<file path="config.mk">
export PLATFORM = sky130hd
export DESIGN_NAME = frep_sequencer
export DESIGN_NICKNAME = d
export VERILOG_FILES = /design/src/hw/frep_pkg.sv /design/src/hw/frep_buf_if.sv /design/src/hw/frep_seq_if.sv /design/src/hw/frep_dispatch.sv /design/src/hw/frep_issue.sv /design/src/hw/frep_loop_ctrl.sv /design/src/hw/frep_ring_buffer.sv /design/src/hw/frep_sequencer.sv
export VERILOG_INCLUDE_DIRS = /design/src /design/src/hw
export SDC_FILE = /design/constraint.sdc
export NUM_CORES = 2
export LEC_CHECK = 0
export BUFFER_PORTS_ARGS = -buffer_cell sky130_fd_sc_hd__buf_4
export CAP_MARGIN = 40
export CORE_MARGIN = 2
export CORE_UTILIZATION = 37
export DETAILED_ROUTE_END_ITERATION = 10
export GPL_TIMING_DRIVEN = 0
export PLACE_DENSITY = 0.5
export SLEW_MARGIN = 15
export SYNTH_ARGS = -nofsm -noshare
export SYNTH_HDL_FRONTEND = slang
export SYNTH_HIERARCHICAL = 1
export SYNTH_SLANG_ARGS = --single-unit
</file>
<file path="constraint.sdc">
create_clock -name clk_i -period 16.1 [get_ports clk_i]
set_clock_uncertainty 0.15 [all_clocks]
set_input_delay 4.025 -clock clk_i [delete_from_list [all_inputs] [get_ports clk_i]]
set_output_delay 4.025 -clock clk_i [all_outputs]
set_load 0.05 [all_outputs]
</file>
<file path="src/hw/frep_macros.svh">
// FREP sequencer constants
// Widths, ring buffer geometry and the opcode values used for decoding
`ifndef FREP_MACROS_SVH
`define FREP_MACROS_SVH

// Operand and iteration counter widths
`define FREP_DATA_WIDTH 32
`define FREP_ITER_WIDTH 16

// Ring buffer geometry, depth must be 2**PTR_WIDTH
`define FREP_BUF_DEPTH 16
`define FREP_PTR_WIDTH 4

// Major opcodes
`define FREP_OPC_FREP   7'h0B
`define FREP_OPC_SYSTEM 7'h73
`define FREP_OPC_OPFP   7'h53

// OP-FP funct5 codes that move data between int and float
`define FREP_F5_CMP          5'b10100
`define FREP_F5_CVT_TO_INT   5'b11000
`define FREP_F5_CVT_FROM_INT 5'b11010
// Shared by fmv.x.w and fclass
`define FREP_F5_MV_TO_INT    5'b11100
`define FREP_F5_MV_FROM_INT  5'b11110

`endif

</file>
<file path="src/hw/frep_pkg.sv">
// FREP sequencer types
// Instruction word views, path selection and ring buffer entry layout
`default_nettype none
`include "frep_macros.svh"

package frep_pkg;

  // Where the decoder sends an incoming word
  typedef enum logic [1:0] {
    PathBuffer = 2'd0,
    PathDirect = 2'd1,
    PathFrep   = 2'd2
  } inst_path_e;

  // Word seen as an FREP loop configuration
  typedef struct packed {
    logic                          rsvd_top;
    logic [10-`FREP_PTR_WIDTH:0]   rsvd_hi;
    logic [`FREP_PTR_WIDTH-1:0]    max_inst;      // Body length minus one
    logic [4:0]                    rsvd_mid;
    logic [2:0]                    stagger_max;
    logic [3:0]                    stagger_mask;  // rs3, rs2, rs1, rd
    logic                          rsvd_lo;
    logic [6:0]                    opcode;
  } frep_cfg_t;

  // Same word seen as an R4-type instruction
  typedef struct packed {
    logic [4:0] rs3;     // Also funct5 on OP-FP
    logic [1:0] funct2;
    logic [4:0] rs2;
    logic [4:0] rs1;
    logic [2:0] funct3;
    logic [4:0] rd;
    logic [6:0] opcode;
  } reg_fields_t;

  typedef union packed {
    frep_cfg_t   frep;
    reg_fields_t regs;
  } insn_u;

  // One ring buffer slot
  typedef struct packed {
    insn_u                       op;
    logic [`FREP_DATA_WIDTH-1:0] arga;
    logic [`FREP_DATA_WIDTH-1:0] argb;
  } buf_entry_t;

endpackage

`default_nettype wire

</file>
<file path="src/hw/frep_buf_if.sv">
// Ring buffer link
// Write port from dispatch, read and release port from the loop controller
`timescale 1ns/1ps
`default_nettype none
`include "frep_macros.svh"

interface frep_buf_if;

  // Write side, transfer on wvalid and wready
  logic                       wvalid;
  logic                       wready;
  frep_pkg::buf_entry_t       wdata;
  logic [`FREP_PTR_WIDTH-1:0] wptr;

  // Random read and release
  logic [`FREP_PTR_WIDTH-1:0] raddr;
  logic                       advance;
  logic [`FREP_PTR_WIDTH:0]   step;
  frep_pkg::buf_entry_t       rdata;
  logic                       avail;
  logic                       empty;

  modport wr_src (output wvalid, wdata, input wready);
  modport wr_dst (input wvalid, wdata, output wready, wptr);
  modport rd_ctrl (output raddr, advance, step, input rdata, avail, empty, wptr);
  modport rd_mem (input raddr, advance, step, output rdata, avail, empty);

endinterface

`default_nettype wire

</file>
<file path="src/hw/frep_seq_if.sv">
// Sequenced instruction stream
// Loop controller to issue stage, with stagger control and busy level
`timescale 1ns/1ps
`default_nettype none

interface frep_seq_if;

  logic                 seq_valid;
  logic                 seq_ready;
  frep_pkg::buf_entry_t seq_entry;
  logic                 seq_repd;
  logic [2:0]           stagger_cnt;
  logic [3:0]           stagger_mask;
  // Loop configured or buffer holds entries
  logic                 busy;

  modport src (output seq_valid, seq_entry, seq_repd, stagger_cnt, stagger_mask, busy,
               input seq_ready);
  modport snk (input seq_valid, seq_entry, seq_repd, stagger_cnt, stagger_mask, busy,
               output seq_ready);

endinterface

`default_nettype wire

</file>
<file path="src/hw/frep_dispatch.sv">
// FREP dispatch
// Sorts each input word onto the buffer, direct or FREP path
`timescale 1ns/1ps
`default_nettype none
`include "frep_macros.svh"

module frep_dispatch (
  input  frep_pkg::insn_u             inp_op_i,
  input  logic [`FREP_DATA_WIDTH-1:0] inp_arga_i,
  input  logic [`FREP_DATA_WIDTH-1:0] inp_argb_i,
  input  logic                        inp_valid_i,
  output logic                        inp_ready_o,
  frep_buf_if.wr_src                  buf_wr,
  output logic                        cfg_valid_o,
  output frep_pkg::insn_u             cfg_word_o,
  output logic [`FREP_ITER_WIDTH-1:0] cfg_iter_o,
  input  logic                        cfg_ready_i,
  output logic                        dir_valid_o,
  output frep_pkg::buf_entry_t        dir_entry_o,
  input  logic                        dir_ready_i
);

  frep_pkg::inst_path_e path_sel;
  frep_pkg::buf_entry_t entry;

  ////////////////////
  // Decoder
  ////////////////////

  always_comb begin : proc_decode
    path_sel = frep_pkg::PathBuffer;
    casez ({inp_op_i.regs.rs3, inp_op_i.regs.opcode})
      {5'b?????, `FREP_OPC_FREP}: begin
        path_sel = frep_pkg::PathFrep;
      end
      // CSR accesses and int/float crossings skip the buffer
      {5'b?????, `FREP_OPC_SYSTEM},
      {`FREP_F5_CMP, `FREP_OPC_OPFP},
      {`FREP_F5_CVT_TO_INT, `FREP_OPC_OPFP},
      {`FREP_F5_CVT_FROM_INT, `FREP_OPC_OPFP},
      {`FREP_F5_MV_TO_INT, `FREP_OPC_OPFP},
      {`FREP_F5_MV_FROM_INT, `FREP_OPC_OPFP}: begin
        path_sel = frep_pkg::PathDirect;
      end
      default: begin
        path_sel = frep_pkg::PathBuffer;
      end
    endcase
  end

  ////////////////////
  // Input demux
  ////////////////////

  assign entry = '{op: inp_op_i, arga: inp_arga_i, argb: inp_argb_i};

  assign buf_wr.wvalid = inp_valid_i && (path_sel == frep_pkg::PathBuffer);
  assign buf_wr.wdata  = entry;

  assign dir_valid_o = inp_valid_i && (path_sel == frep_pkg::PathDirect);
  assign dir_entry_o = entry;

  // Iteration count travels in operand a
  assign cfg_valid_o = inp_valid_i && (path_sel == frep_pkg::PathFrep);
  assign cfg_word_o  = inp_op_i;
  assign cfg_iter_o  = inp_arga_i[`FREP_ITER_WIDTH-1:0];

  // Ready comes back only from the chosen path
  always_comb begin : proc_ready
    case (path_sel)
      frep_pkg::PathDirect: inp_ready_o = dir_ready_i;
      frep_pkg::PathFrep:   inp_ready_o = cfg_ready_i;
      default:              inp_ready_o = buf_wr.wready;
    endcase
  end

endmodule

`default_nettype wire

</file>
<file path="src/hw/frep_issue.sv">
// FREP issue stage
// Staggers register fields and merges sequenced and direct traffic
`timescale 1ns/1ps
`default_nettype none
`include "frep_macros.svh"

module frep_issue (
  frep_seq_if.snk                     seq,
  input  logic                        dir_valid_i,
  input  frep_pkg::buf_entry_t        dir_entry_i,
  output logic                        dir_ready_o,
  output logic [31:0]                 oup_op_o,
  output logic [`FREP_DATA_WIDTH-1:0] oup_arga_o,
  output logic [`FREP_DATA_WIDTH-1:0] oup_argb_o,
  output logic                        oup_repd_o,
  output logic                        oup_valid_o,
  input  logic                        oup_ready_i
);

  frep_pkg::insn_u seq_op;
  logic [4:0]      stg;

  assign stg = {2'b00, seq.stagger_cnt};

  // Register offsets wrap within the 32-entry file
  always_comb begin : proc_stagger
    seq_op = seq.seq_entry.op;
    if (seq.stagger_mask[0]) begin
      seq_op.regs.rd = seq.seq_entry.op.regs.rd + stg;
    end
    if (seq.stagger_mask[1]) begin
      seq_op.regs.rs1 = seq.seq_entry.op.regs.rs1 + stg;
    end
    if (seq.stagger_mask[2]) begin
      seq_op.regs.rs2 = seq.seq_entry.op.regs.rs2 + stg;
    end
    if (seq.stagger_mask[3]) begin
      seq_op.regs.rs3 = seq.seq_entry.op.regs.rs3 + stg;
    end
  end

  ////////////////////
  // Output mux
  ////////////////////

  // Direct words wait until the sequencer drains
  always_comb begin : proc_out_mux
    if (seq.busy) begin
      oup_op_o    = seq_op;
      oup_arga_o  = seq.seq_entry.arga;
      oup_argb_o  = seq.seq_entry.argb;
      oup_repd_o  = seq.seq_repd;
      oup_valid_o = seq.seq_valid;
    end else begin
      oup_op_o    = dir_entry_i.op;
      oup_arga_o  = dir_entry_i.arga;
      oup_argb_o  = dir_entry_i.argb;
      oup_repd_o  = 1'b0;
      oup_valid_o = dir_valid_i;
    end
  end

  assign seq.seq_ready = seq.busy && oup_ready_i;
  assign dir_ready_o   = !seq.busy && oup_ready_i;

endmodule

`default_nettype wire

</file>
<file path="src/hw/frep_loop_ctrl.sv">
// FREP loop controller
// Holds one loop configuration and walks the buffer, repeating the body
`timescale 1ns/1ps
`default_nettype none
`include "frep_macros.svh"

module frep_loop_ctrl (
  input  logic                        clk_i,
  input  logic                        rst_n_i,
  frep_buf_if.rd_ctrl                 buf_rd,
  input  logic                        cfg_valid_i,
  input  frep_pkg::insn_u             cfg_word_i,
  input  logic [`FREP_ITER_WIDTH-1:0] cfg_iter_i,
  output logic                        cfg_ready_o,
  frep_seq_if.src                     seq
);

  localparam int unsigned StepWidth = `FREP_PTR_WIDTH + 1;

  // Loop configuration
  logic                        cfg_q;
  logic [`FREP_PTR_WIDTH-1:0]  max_inst_q;
  logic [`FREP_ITER_WIDTH-1:0] max_iter_q;
  logic [2:0]                  stagger_max_q;
  logic [3:0]                  stagger_mask_q;
  logic [`FREP_PTR_WIDTH-1:0]  base_q;
  // Set when a full buffer made base equal the read pointer at capture
  logic                        wrap_q;

  // Sequencing state
  logic                        active_q;
  logic [`FREP_PTR_WIDTH-1:0]  rd_ptr_q;
  logic [`FREP_PTR_WIDTH-1:0]  inst_cnt_q;
  logic [`FREP_ITER_WIDTH-1:0] iter_cnt_q;
  logic [2:0]                  stagger_cnt_q;

  logic cfg_accept;
  logic loop_on;
  logic seq_next;
  logic last_inst;
  logic last_iter;
  logic loop_end;

  assign cfg_ready_o = !cfg_q;
  assign cfg_accept  = cfg_valid_i && !cfg_q;
  // Body starts once earlier entries have drained past the base
  assign loop_on     = active_q || (cfg_q && !wrap_q && (rd_ptr_q == base_q));
  assign seq_next    = seq.seq_valid && seq.seq_ready;
  assign last_inst   = (inst_cnt_q == max_inst_q);
  assign last_iter   = (iter_cnt_q == max_iter_q);
  assign loop_end    = loop_on && seq_next && last_inst && last_iter;

  always_ff @(posedge clk_i) begin : proc_cfg_load
    if (cfg_accept) begin
      max_inst_q     <= cfg_word_i.frep.max_inst;
      stagger_max_q  <= cfg_word_i.frep.stagger_max;
      stagger_mask_q <= cfg_word_i.frep.stagger_mask;
      max_iter_q     <= cfg_iter_i;
      base_q         <= buf_rd.wptr;
    end
  end

  ////////////////////
  // Loop state
  ////////////////////

  always_ff @(posedge clk_i or negedge rst_n_i) begin : proc_loop
    if (!rst_n_i) begin
      cfg_q         <= 1'b0;
      wrap_q        <= 1'b0;
      active_q      <= 1'b0;
      rd_ptr_q      <= '0;
      inst_cnt_q    <= '0;
      iter_cnt_q    <= '0;
      stagger_cnt_q <= '0;
    end else begin
      if (cfg_accept) begin
        cfg_q  <= 1'b1;
        wrap_q <= !buf_rd.empty && (rd_ptr_q == buf_rd.wptr);
      end else if (loop_end) begin
        cfg_q <= 1'b0;
      end else if (seq_next && !loop_on) begin
        wrap_q <= 1'b0;
      end
      active_q <= loop_on && !loop_end;

      if (seq_next) begin
        if (!loop_on) begin
          rd_ptr_q <= rd_ptr_q + 1'b1;
        end else if (!last_inst) begin
          rd_ptr_q   <= rd_ptr_q + 1'b1;
          inst_cnt_q <= inst_cnt_q + 1'b1;
        end else if (!last_iter) begin
          // Rewind for another pass over the body
          rd_ptr_q      <= base_q;
          inst_cnt_q    <= '0;
          iter_cnt_q    <= iter_cnt_q + 1'b1;
          stagger_cnt_q <= (stagger_cnt_q == stagger_max_q) ? 3'd0 : stagger_cnt_q + 3'd1;
        end else begin
          rd_ptr_q      <= rd_ptr_q + 1'b1;
          inst_cnt_q    <= '0;
          iter_cnt_q    <= '0;
          stagger_cnt_q <= '0;
        end
      end
    end
  end

  ////////////////////
  // Buffer and issue
  ////////////////////

  // Outside a loop each issue frees its slot, a loop frees the body at the end
  assign buf_rd.raddr   = rd_ptr_q;
  assign buf_rd.advance = loop_on ? loop_end : seq_next;
  assign buf_rd.step    = loop_on ? ({1'b0, max_inst_q} + 1'b1) : StepWidth'(1);

  assign seq.seq_valid    = buf_rd.avail;
  assign seq.seq_entry    = buf_rd.rdata;
  assign seq.seq_repd     = loop_on && (iter_cnt_q != '0);
  assign seq.stagger_cnt  = stagger_cnt_q;
  assign seq.stagger_mask = loop_on ? stagger_mask_q : 4'b0000;
  assign seq.busy         = cfg_q || !buf_rd.empty;

endmodule

`default_nettype wire

</file>
<file path="src/hw/frep_ring_buffer.sv">
// Instruction ring buffer
// Entries stay until released in steps, any stored entry can be read
`timescale 1ns/1ps
`default_nettype none
`include "frep_macros.svh"

module frep_ring_buffer (
  input logic        clk_i,
  input logic        rst_n_i,
  frep_buf_if.wr_dst buf_wr,
  frep_buf_if.rd_mem buf_rd
);

  localparam int unsigned CntWidth = `FREP_PTR_WIDTH + 1;

  frep_pkg::buf_entry_t       mem_q [`FREP_BUF_DEPTH];
  logic [`FREP_PTR_WIDTH-1:0] wptr_q;
  logic [`FREP_PTR_WIDTH-1:0] rel_ptr_q;
  logic [`FREP_PTR_WIDTH-1:0] rd_offset;
  logic [CntWidth-1:0]        count_q;
  logic [CntWidth-1:0]        count_d;
  logic                       push;

  assign push          = buf_wr.wvalid && buf_wr.wready;
  assign buf_wr.wready = (count_q != CntWidth'(`FREP_BUF_DEPTH));
  assign buf_wr.wptr   = wptr_q;

  // Storage
  always_ff @(posedge clk_i) begin : proc_mem
    if (push) begin
      mem_q[wptr_q] <= buf_wr.wdata;
    end
  end

  // Fill level after this cycle's push and release
  always_comb begin : proc_count
    count_d = count_q;
    if (push) begin
      count_d = count_d + 1'b1;
    end
    if (buf_rd.advance) begin
      count_d = count_d - buf_rd.step;
    end
  end

  always_ff @(posedge clk_i or negedge rst_n_i) begin : proc_ptrs
    if (!rst_n_i) begin
      wptr_q    <= '0;
      rel_ptr_q <= '0;
      count_q   <= '0;
    end else begin
      if (push) begin
        wptr_q <= wptr_q + 1'b1;
      end
      // Step of a full depth wraps back onto the same slot
      if (buf_rd.advance) begin
        rel_ptr_q <= rel_ptr_q + buf_rd.step[`FREP_PTR_WIDTH-1:0];
      end
      count_q <= count_d;
    end
  end

  // Entry is live when it lies within count slots past the release pointer
  assign rd_offset    = buf_rd.raddr - rel_ptr_q;
  assign buf_rd.avail = ({1'b0, rd_offset} < count_q);
  assign buf_rd.rdata = mem_q[buf_rd.raddr];
  assign buf_rd.empty = (count_q == '0);

endmodule

`default_nettype wire

</file>
<file path="src/hw/frep_sequencer.sv">
// FREP sequencer top
// Dispatch, ring buffer, loop controller and issue stage behind plain ports
`timescale 1ns/1ps
`default_nettype none
`include "frep_macros.svh"

module frep_sequencer (
  input  logic                        clk_i,
  input  logic                        rst_n_i,
  input  logic [31:0]                 inp_op_i,
  input  logic [`FREP_DATA_WIDTH-1:0] inp_arga_i,
  input  logic [`FREP_DATA_WIDTH-1:0] inp_argb_i,
  input  logic                        inp_valid_i,
  output logic                        inp_ready_o,
  output logic [31:0]                 oup_op_o,
  output logic [`FREP_DATA_WIDTH-1:0] oup_arga_o,
  output logic [`FREP_DATA_WIDTH-1:0] oup_argb_o,
  output logic                        oup_repd_o,
  output logic                        oup_valid_o,
  input  logic                        oup_ready_i
);

  frep_buf_if buf_if ();
  frep_seq_if seq_if ();

  // FREP request
  logic                        cfg_valid;
  frep_pkg::insn_u             cfg_word;
  logic [`FREP_ITER_WIDTH-1:0] cfg_iter;
  logic                        cfg_ready;

  // Direct bypass
  logic                        dir_valid;
  frep_pkg::buf_entry_t        dir_entry;
  logic                        dir_ready;

  frep_dispatch i_dispatch (
    .inp_op_i    (inp_op_i),
    .inp_arga_i  (inp_arga_i),
    .inp_argb_i  (inp_argb_i),
    .inp_valid_i (inp_valid_i),
    .inp_ready_o (inp_ready_o),
    .buf_wr      (buf_if),
    .cfg_valid_o (cfg_valid),
    .cfg_word_o  (cfg_word),
    .cfg_iter_o  (cfg_iter),
    .cfg_ready_i (cfg_ready),
    .dir_valid_o (dir_valid),
    .dir_entry_o (dir_entry),
    .dir_ready_i (dir_ready)
  );

  frep_ring_buffer i_ring_buffer (
    .clk_i   (clk_i),
    .rst_n_i (rst_n_i),
    .buf_wr  (buf_if),
    .buf_rd  (buf_if)
  );

  frep_loop_ctrl i_loop_ctrl (
    .clk_i       (clk_i),
    .rst_n_i     (rst_n_i),
    .buf_rd      (buf_if),
    .cfg_valid_i (cfg_valid),
    .cfg_word_i  (cfg_word),
    .cfg_iter_i  (cfg_iter),
    .cfg_ready_o (cfg_ready),
    .seq         (seq_if)
  );

  frep_issue i_issue (
    .seq         (seq_if),
    .dir_valid_i (dir_valid),
    .dir_entry_i (dir_entry),
    .dir_ready_o (dir_ready),
    .oup_op_o    (oup_op_o),
    .oup_arga_o  (oup_arga_o),
    .oup_argb_o  (oup_argb_o),
    .oup_repd_o  (oup_repd_o),
    .oup_valid_o (oup_valid_o),
    .oup_ready_i (oup_ready_i)
  );

endmodule

`default_nettype wire

</file>
==> metrics <==
post-route core utilization=43.56%; Worst setup SP type=input port; FF-to-FF setup slack=10.43 ns; total global routing overflow=0; Post-Syn Area=0.06618 mm²; GRT Total Usage=19.69%; Max Clk Rate=96.18 MHz; total CTS buffers=167; RSZ-0062 raised after global routing=no; first-pass GRT wire length=252.5 mm; Via density=5.274; Critical Path End Type=output port; Initial Util=37.17%; Max VDD drop=115.0 µV; Initial DRC Count=3,333; Critical Path Start=inp_op_i[2]; H-tree Lvls=4; worst hold path class=register to register; CP required=11.93 ns; Vias=33,140; final setup fails=0; design area=0.07756 mm²; syn_area_per_cell=19.98 µm²; Antenna Nets Post-Route=0; PwrDens=178.6 mW/mm²; vias in the first global route=33,450; crit path time final=10.40 ns; CTS clk-pin slew, worst paths=0.06 ns; WL final=178.7 mm; Tot Pwr=13.85 mW; Post-Place Cell Area=0.07238 mm²; worst r2r src=i_loop_ctrl/buf_rd.raddr[0]; pin count of the biggest net entering global routing=44; Max clock buf depth=3; die height=426.9 µm; DRT Pass-1 Iters=5; Area growth syn-to-layout=17.19%; Slew Limit Fails=0; CORE AREA=0.1780 mm²; CTS Root Cell=clkbuf_16; post-route DRC violation count=0; die area=0.1823 mm²; nets@finish=3,936; WHS Endpoint=i_loop_ctrl/base_q[3]; Post-CTS Setup Bufs=0; final hold slack=0.3415 ns; switching power=4.662 mW; Worst EP arrival=6.22 ns; min-delay src=i_ring_buffer/buf_wr.wptr[3]; Hold Path Stages=0; IO Port Bufs=114; hold_buf cts=0; Ports=199; Worst-Margin Slew=0.9139 ns; TritonCTS Sinks=1,610; capturing point of the worst reg2reg path=i_ring_buffer/count_q[2]; final worst-path cycle share=64.58%; initial antenna violation count=11; yosys warns=6; Final Hold Vio Count=0; Post-Layout Cell Count=6,283; routed length per instance=28.44 µm; top fanout value on the critical path=3; clock share of power=26.4%; share of cells above drive strength 1=36.17%; # resized after CTS=0; Post-Synthesis Cells=3,312; Lkg Pwr=26.01 nW; fill cell count=15,450; outcome=complete, no violations; part of the power in registers=37.0%; Worst-Skew Late Latency=0.80 ns; Std-Cell Rows=155; Comb pwr share=36.6%; critical path class=input port to output port; Slew HR=39.07%; synthesized net count=3,459; Die Width=426.9 µm; gp weighted congestion=0.7311; reg2reg path depth=17; Int Pwr=9.192 mW; Max Cap Violations=0; placed insts=5,972; CTS tree=yes; final HPWL from detailed placement=118.5 mm; switch share=33.65%
==> area by class of cell <==
cell class	instances	area, µm²	area share, %
well taps	2355	2947	3.799
diodes	10	25.02	0.03227
repair buffers	308	3204	4.132
clock inverters	87	724.4	0.9341
clock buffers	211	4397	5.669
plain buffers	479	3268	4.214
flip-flops and latches	1610	48130	62.06
inverters	46	172.7	0.2226
multi-input cells	1177	14690	18.94
==> worst max path at each step <==
stage / to / slack [ns] / depth (start not counted)
after global routing: inp_ready_o / 5.43 / 8
after detailed placement: inp_ready_o / 5.64 / 8
final: inp_ready_o / 5.70 / 8
after global placement: i_ring_buffer/mem_q[0][8] / -13.33 / 7
after floorplan: i_ring_buffer/mem_q[0][0] / 1.23 / 6
after CTS: inp_ready_o / 5.64 / 8
==> critical path, cell delays in order <==
cell and delay [ns]:
buf_4 0.14, and3b_2 0.28, o21ai_2 0.07, nor4_1 0.41, buf_2 0.24, ha_1 0.25, o21ai_0 0.50, buf_4 0.31
==> power groups by stage <==
stage / clock network [mW] / registers (mW) / logic (mW)
after global routing: 3.90 / 5.16 / 5.40
final: 3.65 / 5.13 / 5.07
after detailed placement: 0 / 5.22 / 5.14
after global placement: 0 / 5.39 / 4.90
after CTS: 3.74 / 5.13 / 5.16
after floorplan: 0 / 5.23 / 3.40
==> metal layers <==
layer | share of wire (%) | wire, µm | track usage, % | vias to the layer above
met5 | 0 | 0 | 0 | -
met4 | 2.3 | 4196 | 5.839 | 0
met3 | 5.4 | 9639 | 3.348 | 200
met2 | 49 | 87160 | 31.70 | 950
met1 | 43 | 77700 | 27.51 | 17800
li1 | - | - | - | 14190
==> state kept, by name (all words and copies together) (netlist names) <==
name,cells
i_loop_ctrl/buf_rd.raddr,4
i_loop_ctrl/stagger_max_q,3
i_loop_ctrl/active_q,1
i_loop_ctrl/iter_cnt_q,16
i_loop_ctrl/max_inst_q,4
i_loop_ctrl/base_q,4
i_ring_buffer/count_q,5
i_ring_buffer/buf_wr.wptr,4
i_loop_ctrl/cfg_q,1
i_loop_ctrl/inst_cnt_q,4
i_loop_ctrl/wrap_q,1
i_loop_ctrl/max_iter_q,16
i_ring_buffer/mem_q,1536
i_loop_ctrl/stagger_mask_q,4
i_ring_buffer/rel_ptr_q,4
i_loop_ctrl/seq.stagger_cnt,3
==> layout by cell type, fill, tap and decap left out, types with 13 or more instances in the layout <==
master	n
clkinv_2	30
nor2_1	30
and2_1	15
edfxtp_1	1567
a22oi_1	193
mux2_4	40
buf_16	26
ha_1	40
nand2_1	130
mux2_2	43
buf_2	87
mux4_2	384
xnor2_1	22
dfrtp_1	43
buf_12	24
nand3_1	13
nor2b_1	14
buf_6	59
xor2_1	27
a21oi_1	28
buf_1	29
clkbuf_1	97
clkinv_1	34
inv_1	45
clkbuf_16	169
buf_4	498
o21ai_0	25
==> stage by stage <==
| step | setup WS (ns) | setup TNS (ns) |
|---|---|---|
| after floorplan | 1.229 | 0 |
| after global placement | -13.33 | -5218.29 |
| after detailed placement | 5.643 | 0 |
| after CTS | 5.636 | 0 |
| after global routing | 5.430 | 0 |
| final | 5.702 | 0 |
Power figures use the tool's default switching activity.
